--- config.mk ---
export PLATFORM = sky130hd
export DESIGN_NAME = vec_rob_top
export DESIGN_NICKNAME = d
export VERILOG_FILES = /design/src/rtl/vec_rob_pkg.sv /design/src/rtl/vec_dispatch.sv /design/src/rtl/vec_exec.sv /design/src/rtl/vec_rob.sv /design/src/rtl/vec_retire.sv /design/src/rtl/vec_rob_top.sv
export VERILOG_INCLUDE_DIRS = /design/src /design/src/include
export SDC_FILE = /design/constraint.sdc
export NUM_CORES = 2
export LEC_CHECK = 0
export BUFFER_PORTS_ARGS = -buffer_cell sky130_fd_sc_hd__buf_2
export CELL_PAD_IN_SITES_DETAIL_PLACEMENT = 1
export CELL_PAD_IN_SITES_GLOBAL_PLACEMENT = 2
export CORE_UTILIZATION = 48
export CTS_CLUSTER_DIAMETER = 200
export DETAILED_ROUTE_END_ITERATION = 8
export PLACE_DENSITY = 0.9
export SYNTH_ARGS = -nofsm -noshare
export SYNTH_HDL_FRONTEND = slang
export SYNTH_SLANG_ARGS = --single-unit
--- constraint.sdc ---
create_clock -name clk -period 19 [get_ports clk]
set_input_delay 0 -clock clk [delete_from_list [all_inputs] [get_ports clk]]
set_output_delay 0 -clock clk [all_outputs]
set_load 0.02 [all_outputs]
--- src/include/vec_rob_macros.svh ---
// vector rob sizing macros
`ifndef VEC_ROB_MACROS_SVH
`define VEC_ROB_MACROS_SVH

// reorder buffer geometry
`define ROB_DEPTH   8
`define ROB_IDX_W   3
`define NUM_RT      2

// datapath and register file
`define DATA_W      32
`define VREG_COUNT  8
`define VREG_IDX_W  3
`define SEQ_W       8

// multiply pipeline depth in cycles
`define MUL_LAT     3

`endif

--- src/rtl/vec_rob_pkg.sv ---
// vector rob shared types
package vec_rob_pkg;

  // uop opcodes
  typedef enum logic [1:0] {
    OP_ADD  = 2'b00,
    OP_SUB  = 2'b01,
    OP_MUL  = 2'b10,
    OP_TRAP = 2'b11
  } op_e;

  // dispatch stage state
  // a trap uop holds dispatch until it retires
  typedef enum logic {
    DISP_RUN       = 1'b0,
    DISP_WAIT_TRAP = 1'b1
  } disp_state_e;

endpackage

--- src/rtl/vec_dispatch.sv ---
// vector uop dispatch stage
`timescale 1ns/1ps
`include "vec_rob_macros.svh"

module vec_dispatch (
  input  logic                    clk,
  input  logic                    rst_n,
  input  logic                    in_valid,
  input  vec_rob_pkg::op_e        in_op,
  input  logic [`VREG_IDX_W-1:0]  in_vd,
  input  logic [`DATA_W-1:0]      in_a,
  input  logic [`DATA_W-1:0]      in_b,
  output logic                    in_ready,
  input  logic                    rob_full,
  input  logic [`ROB_IDX_W-1:0]   alloc_entry,
  input  logic                    trap_valid,
  output logic                    alloc_valid,
  output logic [`VREG_IDX_W-1:0]  alloc_vd,
  output logic [`SEQ_W-1:0]       alloc_seq,
  output logic                    alloc_op_trap,
  output logic                    ex_valid,
  output vec_rob_pkg::op_e        ex_op,
  output logic [`ROB_IDX_W-1:0]   ex_entry,
  output logic [`DATA_W-1:0]      ex_a,
  output logic [`DATA_W-1:0]      ex_b
);

  vec_rob_pkg::disp_state_e state;
  logic                     st_valid;
  vec_rob_pkg::op_e         st_op;
  logic [`VREG_IDX_W-1:0]   st_vd;
  logic [`DATA_W-1:0]       st_a;
  logic [`DATA_W-1:0]       st_b;
  logic [`SEQ_W-1:0]        st_seq;
  logic [`SEQ_W-1:0]        seq_cnt;
  logic                     drain;
  logic                     accept;

  // stage empties whenever the rob has room
  assign drain = st_valid && !rob_full;

  // nothing is taken in behind a trap uop
  assign in_ready = (state == vec_rob_pkg::DISP_RUN) &&
                    (!st_valid || (drain && st_op != vec_rob_pkg::OP_TRAP));
  assign accept   = in_valid && in_ready;

  always_ff @(posedge clk or negedge rst_n) begin
    if (!rst_n) begin
      state    <= vec_rob_pkg::DISP_RUN;
      st_valid <= 1'b0;
      seq_cnt  <= '0;
    end else begin
      if (accept) begin
        st_valid <= 1'b1;
        seq_cnt  <= seq_cnt + 1'b1;
      end else if (drain) begin
        st_valid <= 1'b0;
      end
      if (drain && st_op == vec_rob_pkg::OP_TRAP) begin
        state <= vec_rob_pkg::DISP_WAIT_TRAP;
      end else if (trap_valid) begin
        state <= vec_rob_pkg::DISP_RUN;
      end
    end
  end

  // uop payload, tagged with its sequence number on accept
  always_ff @(posedge clk) begin
    if (accept) begin
      st_op  <= in_op;
      st_vd  <= in_vd;
      st_a   <= in_a;
      st_b   <= in_b;
      st_seq <= seq_cnt;
    end
  end

  // allocate and issue in the same cycle
  assign alloc_valid   = drain;
  assign alloc_vd      = st_vd;
  assign alloc_seq     = st_seq;
  assign alloc_op_trap = (st_op == vec_rob_pkg::OP_TRAP);
  assign ex_valid      = drain;
  assign ex_op         = st_op;
  assign ex_entry      = alloc_entry;
  assign ex_a          = st_a;
  assign ex_b          = st_b;

endmodule

--- src/rtl/vec_exec.sv ---
// vector execution unit
`timescale 1ns/1ps
`include "vec_rob_macros.svh"

module vec_exec (
  input  logic                   clk,
  input  logic                   rst_n,
  input  logic                   ex_valid,
  input  vec_rob_pkg::op_e       ex_op,
  input  logic [`ROB_IDX_W-1:0]  ex_entry,
  input  logic [`DATA_W-1:0]     ex_a,
  input  logic [`DATA_W-1:0]     ex_b,
  output logic                   wb0_valid,
  output logic [`ROB_IDX_W-1:0]  wb0_entry,
  output logic [`DATA_W-1:0]     wb0_data,
  output logic                   wb0_trap,
  output logic                   wb1_valid,
  output logic [`ROB_IDX_W-1:0]  wb1_entry,
  output logic [`DATA_W-1:0]     wb1_data
);

  logic [`MUL_LAT-1:0]  mul_vld;
  logic [`ROB_IDX_W-1:0] mul_ent  [`MUL_LAT];
  logic [`DATA_W-1:0]    mul_prod [`MUL_LAT];
  logic                  is_mul;

  assign is_mul = (ex_op == vec_rob_pkg::OP_MUL);

  always_ff @(posedge clk or negedge rst_n) begin
    if (!rst_n) begin
      wb0_valid <= 1'b0;
      mul_vld   <= '0;
    end else begin
      wb0_valid <= ex_valid && !is_mul;
      mul_vld   <= {mul_vld[`MUL_LAT-2:0], ex_valid && is_mul};
    end
  end

  // single-cycle path, trap writes back zero
  always_ff @(posedge clk) begin
    wb0_entry <= ex_entry;
    wb0_trap  <= (ex_op == vec_rob_pkg::OP_TRAP);
    case (ex_op)
      vec_rob_pkg::OP_ADD: wb0_data <= ex_a + ex_b;
      vec_rob_pkg::OP_SUB: wb0_data <= ex_a - ex_b;
      default:             wb0_data <= '0;
    endcase
  end

  // multiply pipeline, product formed in the first stage
  always_ff @(posedge clk) begin
    mul_ent[0]  <= ex_entry;
    mul_prod[0] <= ex_a * ex_b;
    for (int s = 1; s < `MUL_LAT; s++) begin
      mul_ent[s]  <= mul_ent[s-1];
      mul_prod[s] <= mul_prod[s-1];
    end
  end

  assign wb1_valid = mul_vld[`MUL_LAT-1];
  assign wb1_entry = mul_ent[`MUL_LAT-1];
  assign wb1_data  = mul_prod[`MUL_LAT-1];

endmodule

--- src/rtl/vec_rob.sv ---
// vector reorder buffer
`timescale 1ns/1ps
`include "vec_rob_macros.svh"

module vec_rob (
  input  logic                                clk,
  input  logic                                rst_n,
  input  logic                                alloc_valid,
  input  logic [`VREG_IDX_W-1:0]              alloc_vd,
  input  logic [`SEQ_W-1:0]                   alloc_seq,
  input  logic                                alloc_op_trap,
  output logic [`ROB_IDX_W-1:0]               alloc_entry,
  output logic                                rob_full,
  input  logic                                wb0_valid,
  input  logic [`ROB_IDX_W-1:0]               wb0_entry,
  input  logic [`DATA_W-1:0]                  wb0_data,
  input  logic                                wb0_trap,
  input  logic                                wb1_valid,
  input  logic [`ROB_IDX_W-1:0]               wb1_entry,
  input  logic [`DATA_W-1:0]                  wb1_data,
  output logic [`NUM_RT-1:0]                  rt_valid,
  output logic [`NUM_RT-1:0][`VREG_IDX_W-1:0] rt_vd,
  output logic [`NUM_RT-1:0][`DATA_W-1:0]     rt_data,
  output logic [`NUM_RT-1:0]                  rt_trap,
  output logic [`NUM_RT-1:0][`SEQ_W-1:0]      rt_seq
);

  // control state per entry
  logic [`ROB_DEPTH-1:0]   ent_valid;
  logic [`ROB_DEPTH-1:0]   ent_done;
  logic [`ROB_DEPTH-1:0]   ent_trap;

  // payload per entry
  logic [`ROB_DEPTH-1:0]   ent_serial;
  logic [`VREG_IDX_W-1:0]  ent_vd   [`ROB_DEPTH];
  logic [`SEQ_W-1:0]       ent_seq  [`ROB_DEPTH];
  logic [`DATA_W-1:0]      ent_data [`ROB_DEPTH];

  logic [`ROB_IDX_W-1:0]   head;
  logic [`ROB_IDX_W-1:0]   tail;
  logic [`ROB_IDX_W:0]     count;
  logic [`ROB_IDX_W:0]     rt_num;
  logic [`ROB_IDX_W-1:0]   rt_idx [`NUM_RT];
  logic [`NUM_RT-1:0]      grp_end;

  assign alloc_entry = tail;
  assign rob_full    = (count == `ROB_DEPTH);

  // in-order retire window starting at head
  for (genvar k = 0; k < `NUM_RT; k++) begin : g_lane
    assign rt_idx[k]  = head + `ROB_IDX_W'(k);
    // a trap or a serializing uop closes the group
    assign grp_end[k] = ent_trap[rt_idx[k]] | ent_serial[rt_idx[k]];
    if (k == 0) begin : g_first
      assign rt_valid[k] = ent_valid[rt_idx[k]] && ent_done[rt_idx[k]];
    end else begin : g_next
      assign rt_valid[k] = rt_valid[k-1] && !grp_end[k-1] &&
                           ent_valid[rt_idx[k]] && ent_done[rt_idx[k]];
    end
    assign rt_vd[k]   = ent_vd[rt_idx[k]];
    assign rt_data[k] = ent_data[rt_idx[k]];
    assign rt_trap[k] = ent_trap[rt_idx[k]];
    assign rt_seq[k]  = ent_seq[rt_idx[k]];
  end

  always_comb begin
    rt_num = '0;
    for (int k = 0; k < `NUM_RT; k++) begin
      rt_num = rt_num + {{`ROB_IDX_W{1'b0}}, rt_valid[k]};
    end
  end

  always_ff @(posedge clk or negedge rst_n) begin
    if (!rst_n) begin
      head      <= '0;
      tail      <= '0;
      count     <= '0;
      ent_valid <= '0;
      ent_done  <= '0;
      ent_trap  <= '0;
    end else begin
      head  <= head + rt_num[`ROB_IDX_W-1:0];
      count <= count + {{`ROB_IDX_W{1'b0}}, alloc_valid} - rt_num;
      for (int k = 0; k < `NUM_RT; k++) begin
        if (rt_valid[k]) begin
          ent_valid[rt_idx[k]] <= 1'b0;
        end
      end
      if (alloc_valid) begin
        tail            <= tail + 1'b1;
        ent_valid[tail] <= 1'b1;
        ent_done[tail]  <= 1'b0;
        ent_trap[tail]  <= 1'b0;
      end
      // results may land in any order
      if (wb0_valid) begin
        ent_done[wb0_entry] <= 1'b1;
        ent_trap[wb0_entry] <= wb0_trap;
      end
      if (wb1_valid) begin
        ent_done[wb1_entry] <= 1'b1;
      end
    end
  end

  always_ff @(posedge clk) begin
    if (alloc_valid) begin
      ent_vd[tail]     <= alloc_vd;
      ent_seq[tail]    <= alloc_seq;
      ent_serial[tail] <= alloc_op_trap;
    end
    if (wb0_valid) begin
      ent_data[wb0_entry] <= wb0_data;
    end
    if (wb1_valid) begin
      ent_data[wb1_entry] <= wb1_data;
    end
  end

endmodule

--- src/rtl/vec_retire.sv ---
// vector retire and register file
`timescale 1ns/1ps
`include "vec_rob_macros.svh"

module vec_retire (
  input  logic                                clk,
  input  logic                                rst_n,
  input  logic [`NUM_RT-1:0]                  rt_valid,
  input  logic [`NUM_RT-1:0][`VREG_IDX_W-1:0] rt_vd,
  input  logic [`NUM_RT-1:0][`DATA_W-1:0]     rt_data,
  input  logic [`NUM_RT-1:0]                  rt_trap,
  input  logic [`NUM_RT-1:0][`SEQ_W-1:0]      rt_seq,
  input  logic [`VREG_IDX_W-1:0]              rf_addr,
  output logic [`DATA_W-1:0]                  rf_data,
  output logic                                trap_valid,
  output logic [`SEQ_W-1:0]                   trap_seq
);

  logic [`DATA_W-1:0] vrf [`VREG_COUNT];

  // later lane overwrites earlier one on the same vd
  always_ff @(posedge clk or negedge rst_n) begin
    if (!rst_n) begin
      for (int r = 0; r < `VREG_COUNT; r++) begin
        vrf[r] <= '0;
      end
      trap_valid <= 1'b0;
    end else begin
      trap_valid <= |(rt_valid & rt_trap);
      for (int k = 0; k < `NUM_RT; k++) begin
        if (rt_valid[k] && !rt_trap[k]) begin
          vrf[rt_vd[k]] <= rt_data[k];
        end
      end
    end
  end

  always_ff @(posedge clk) begin
    for (int k = 0; k < `NUM_RT; k++) begin
      if (rt_valid[k] && rt_trap[k]) begin
        trap_seq <= rt_seq[k];
      end
    end
  end

  assign rf_data = vrf[rf_addr];

endmodule

--- src/rtl/vec_rob_top.sv ---
// vector rob backend top
`timescale 1ns/1ps
`include "vec_rob_macros.svh"

module vec_rob_top (
  input  logic                   clk,
  input  logic                   rst_n,
  input  logic                   in_valid,
  input  vec_rob_pkg::op_e       in_op,
  input  logic [`VREG_IDX_W-1:0] in_vd,
  input  logic [`DATA_W-1:0]     in_a,
  input  logic [`DATA_W-1:0]     in_b,
  output logic                   in_ready,
  input  logic [`VREG_IDX_W-1:0] rf_addr,
  output logic [`DATA_W-1:0]     rf_data,
  output logic                   trap_valid,
  output logic [`SEQ_W-1:0]      trap_seq
);

  // dispatch to rob and exec
  logic                   alloc_valid;
  logic [`VREG_IDX_W-1:0] alloc_vd;
  logic [`SEQ_W-1:0]      alloc_seq;
  logic                   alloc_op_trap;
  logic [`ROB_IDX_W-1:0]  alloc_entry;
  logic                   rob_full;
  logic                   ex_valid;
  vec_rob_pkg::op_e       ex_op;
  logic [`ROB_IDX_W-1:0]  ex_entry;
  logic [`DATA_W-1:0]     ex_a;
  logic [`DATA_W-1:0]     ex_b;

  // writeback ports
  logic                   wb0_valid;
  logic [`ROB_IDX_W-1:0]  wb0_entry;
  logic [`DATA_W-1:0]     wb0_data;
  logic                   wb0_trap;
  logic                   wb1_valid;
  logic [`ROB_IDX_W-1:0]  wb1_entry;
  logic [`DATA_W-1:0]     wb1_data;

  // retire lanes
  logic [`NUM_RT-1:0]                  rt_valid;
  logic [`NUM_RT-1:0][`VREG_IDX_W-1:0] rt_vd;
  logic [`NUM_RT-1:0][`DATA_W-1:0]     rt_data;
  logic [`NUM_RT-1:0]                  rt_trap;
  logic [`NUM_RT-1:0][`SEQ_W-1:0]      rt_seq;

  vec_dispatch vec_dispatch_i (
    .clk(clk), .rst_n(rst_n),
    .in_valid(in_valid), .in_op(in_op), .in_vd(in_vd), .in_a(in_a), .in_b(in_b),
    .in_ready(in_ready), .rob_full(rob_full), .alloc_entry(alloc_entry),
    .trap_valid(trap_valid), .alloc_valid(alloc_valid), .alloc_vd(alloc_vd),
    .alloc_seq(alloc_seq), .alloc_op_trap(alloc_op_trap),
    .ex_valid(ex_valid), .ex_op(ex_op), .ex_entry(ex_entry), .ex_a(ex_a), .ex_b(ex_b)
  );

  vec_exec vec_exec_i (
    .clk(clk), .rst_n(rst_n),
    .ex_valid(ex_valid), .ex_op(ex_op), .ex_entry(ex_entry), .ex_a(ex_a), .ex_b(ex_b),
    .wb0_valid(wb0_valid), .wb0_entry(wb0_entry), .wb0_data(wb0_data),
    .wb0_trap(wb0_trap), .wb1_valid(wb1_valid), .wb1_entry(wb1_entry),
    .wb1_data(wb1_data)
  );

  vec_rob vec_rob_i (
    .clk(clk), .rst_n(rst_n),
    .alloc_valid(alloc_valid), .alloc_vd(alloc_vd), .alloc_seq(alloc_seq),
    .alloc_op_trap(alloc_op_trap), .alloc_entry(alloc_entry), .rob_full(rob_full),
    .wb0_valid(wb0_valid), .wb0_entry(wb0_entry), .wb0_data(wb0_data),
    .wb0_trap(wb0_trap), .wb1_valid(wb1_valid), .wb1_entry(wb1_entry),
    .wb1_data(wb1_data), .rt_valid(rt_valid), .rt_vd(rt_vd), .rt_data(rt_data),
    .rt_trap(rt_trap), .rt_seq(rt_seq)
  );

  vec_retire vec_retire_i (
    .clk(clk), .rst_n(rst_n),
    .rt_valid(rt_valid), .rt_vd(rt_vd), .rt_data(rt_data), .rt_trap(rt_trap),
    .rt_seq(rt_seq), .rf_addr(rf_addr), .rf_data(rf_data),
    .trap_valid(trap_valid), .trap_seq(trap_seq)
  );

endmodule

==> run metrics <==
worst r2r path cells 23; CTS HTree Levels 3; Startpoint Class flop; Starting Density 0.4845; CP arrival 8.44 ns; CP required 19.53 ns; Synthesis Warnings 0; Vias/cell 6.246; Clock Tree Buf Depth 3; post-route setup TNS 0 ns; CP Capture Type flop; sequential share of the synthesized area 0.4105; gr usage total 0.3124; Overflow after GRT 0; kind of critical path flop to flop; Yosys top cell area share 0.2291; DIE AREA 120700 um^2; setup violators final 0; routability cong. 0.8559; ys flop type edfxtp_1; CP max FO 29; crit path time final 7.903 ns; final core occ 0.5368; first-pass GRT wire length 284.4 mm; area grow syn2layout 10.80%; outcome finished, final reports clean; initial antenna violation count 3; Pre-antenna DRT Iters 5; Post-CTS Hold Fix Bufs 77; Clock Sink Count 880; Residual DRC 0; placed cells 6234; worst skew pair latency 0.70 ns; routed len/inst 29.07 um; Mapped Avg Cell Area 11.88 um^2; synthesized cell area 57280 um^2; post-CTS sizing 0; Layout Skew 0.05515 ns; largest net degree at the start of global routing 127; worst hold path type input pin to flop; Net Count, Synth 5473; crit share post-route 0.4159; CTS tree built; I/O pin total 117; hold path cells 2; Die Ht 347.5 um; busiest layer in global routing met2; grt met2 use 0.5310; Placeable Area 118200 um^2; Synth top cells by count mux2i_1, inv_1, edfxtp_1; first-iteration detailed-routing DRC count 3763; ant diodes 0; final WL 188.6 mm; Synth area leaders edfxtp_1, fa_1, dfrtp_1; CTS Buf Count 94; max-slew violations 0; layout cells sized above 1 0.1569; clock root buffer clkbuf_16; Fin. Hold Viols 0; most common cell in the netlist mux2i_1; vias in the first global route 44370; row cnt 126; vias 40520; Slew HR 0.1860; final non-filler cell total 6488; Async S/R FF share, synth 0.3466; DPL Wire Length 118.5 mm; Port-buffer cells 116; Setup Buffers After CTS 0; Routed Antenna Nets 0; Yosys top cell by area edfxtp_1; fmax 0.1265 GHz; Worst-Margin Slew 1.208 ns; RSZ-0062 raised after global routing false; Post-Synthesis Cells 4820; routing usage on met1 0.4014; Final #Nets 5524; post-synthesis cell type count 67; met3 Use GR 0.04606; Synth Register Bits 880; Post-synth EDFFs 437; maxcap violations 0; Clk pin slew, worst setup/hold paths 0.08 ns; die outline width 347.5 um
## state kept, by name, indices dropped and copies added (netlist names), 24 cells and up
signal / count
vec_retire_i.vrf: 256
vec_dispatch_i.ex_a: 32
vec_exec_i.mul_prod: 96
vec_rob_i.ent_data: 256
vec_dispatch_i.ex_b: 32
vec_exec_i.wb0_data: 32
vec_rob_i.ent_vd: 24
vec_rob_i.ent_seq: 64
## final timing paths
check / start / to / slack (ns)
setup / recovery: vec_dispatch_i.ex_b[5] / vec_exec_i.mul_prod[0][31] / 11.10
hold / removal: in_a[27] / vec_dispatch_i.ex_a[27] / 0.04
setup reg to reg: vec_dispatch_i.ex_b[5] / vec_exec_i.mul_prod[0][31] / 11.10
hold reg to reg: vec_exec_i.mul_ent[0][3] / vec_exec_i.mul_ent[0][6] / 0.29
max in group asynchronous: rst_n / vec_retire_i.vrf[147] / 16.63
min in group asynchronous: rst_n / vec_retire_i.vrf[26] / 0.07
## per-layer routing
layer | wire (um) | vias up | part of all wire
met5 | 29 | - | 0.00015
met4 | 7918 | 4 | 0.042
met3 | 12670 | 480 | 0.067
met2 | 92730 | 1784 | 0.49
met1 | 75280 | 21310 | 0.40
li1 | - | 16940 | -
## cell type report
type | count | area (um^2)
repair buffers | 282 | 2032
multi-input cells | 3163 | 30980
inverters | 450 | 1692
well taps | 1536 | 1922
flip-flops and latches | 880 | 23520
clock buffers | 137 | 2795
fillers | 12040 | 54770
clock inverters | 40 | 534.3
## metrics by stage
step	setup WS, ns	hold WS [ns]	area (um^2)
2_1_floorplan	12.16	-0.2956	57280
3_3_place_gp	11.35	0.1761	59370
3_5_place_dp	11.10	0.1783	59370
4_1_cts	11.07	0.006547	63470
5_1_grt	10.74	0.01633	63470
6_report	11.10	0.04163	63470
## logic make-up (layout without fill, tap and decap cells)
kind of cell	Yosys count	after routing	synth area share
flip-flops	880	880	0.4105
AND/OR/NAND/NOR	967	967	0.08459
XOR/XNOR	151	151	0.02322
adder cells (fa/ha/maj)	578	578	0.1801
buffers and inverters	777	909	0.05236
AO/OA/AOI/OAI	582	582	0.07407
multiplexers	885	885	0.1751
## worst max-delay path: stages, from the launching register on
cell and delay (ns):
edfxtp_1 1.12, and2_1 0.27, fa_1 0.42, fa_1 0.49, fa_1 0.51, inv_1 0.06
fa_1 0.50, inv_1 0.07, fa_1 0.52, inv_1 0.07, fa_1 0.54, inv_1 0.05
fa_1 0.50, fa_1 0.42, ha_1 0.37, and4_1 0.24, nor2b_1 0.15, o211ai_1 0.16
nand3_1 0.09, a31oi_1 0.42, nor2b_1 0.13, o21ai_0 0.33, o21ai_0 0.18, xnor2_1 0.15
## layout by cell type (no fill, tap or decap), drive strengths merged, types with 51 or more instances in the layout
cell | synthesis | layout
nand2 | 353 | 353
clkbuf | 221 | 137
nor2 | 114 | 114
a221oi | 52 | 52
inv | 449 | 456
dfrtp | 305 | 305
a22oi | 229 | 229
dlygate4sd3 | 0 | 77
mux4 | 64 | 64
buf | 106 | 205
a22o | 52 | 52
mux2 | 297 | 297
dfxtp | 138 | 138
fa | 411 | 411
ha | 167 | 167
edfxtp | 437 | 437
a21oi | 60 | 60
and2 | 267 | 267
mux2i | 524 | 524
xnor2 | 104 | 104
nand3 | 51 | 51
Power is left out: the tool's default activity adds up to more than one toggle a clock period on the data nets, which glitch-free logic cannot reach.
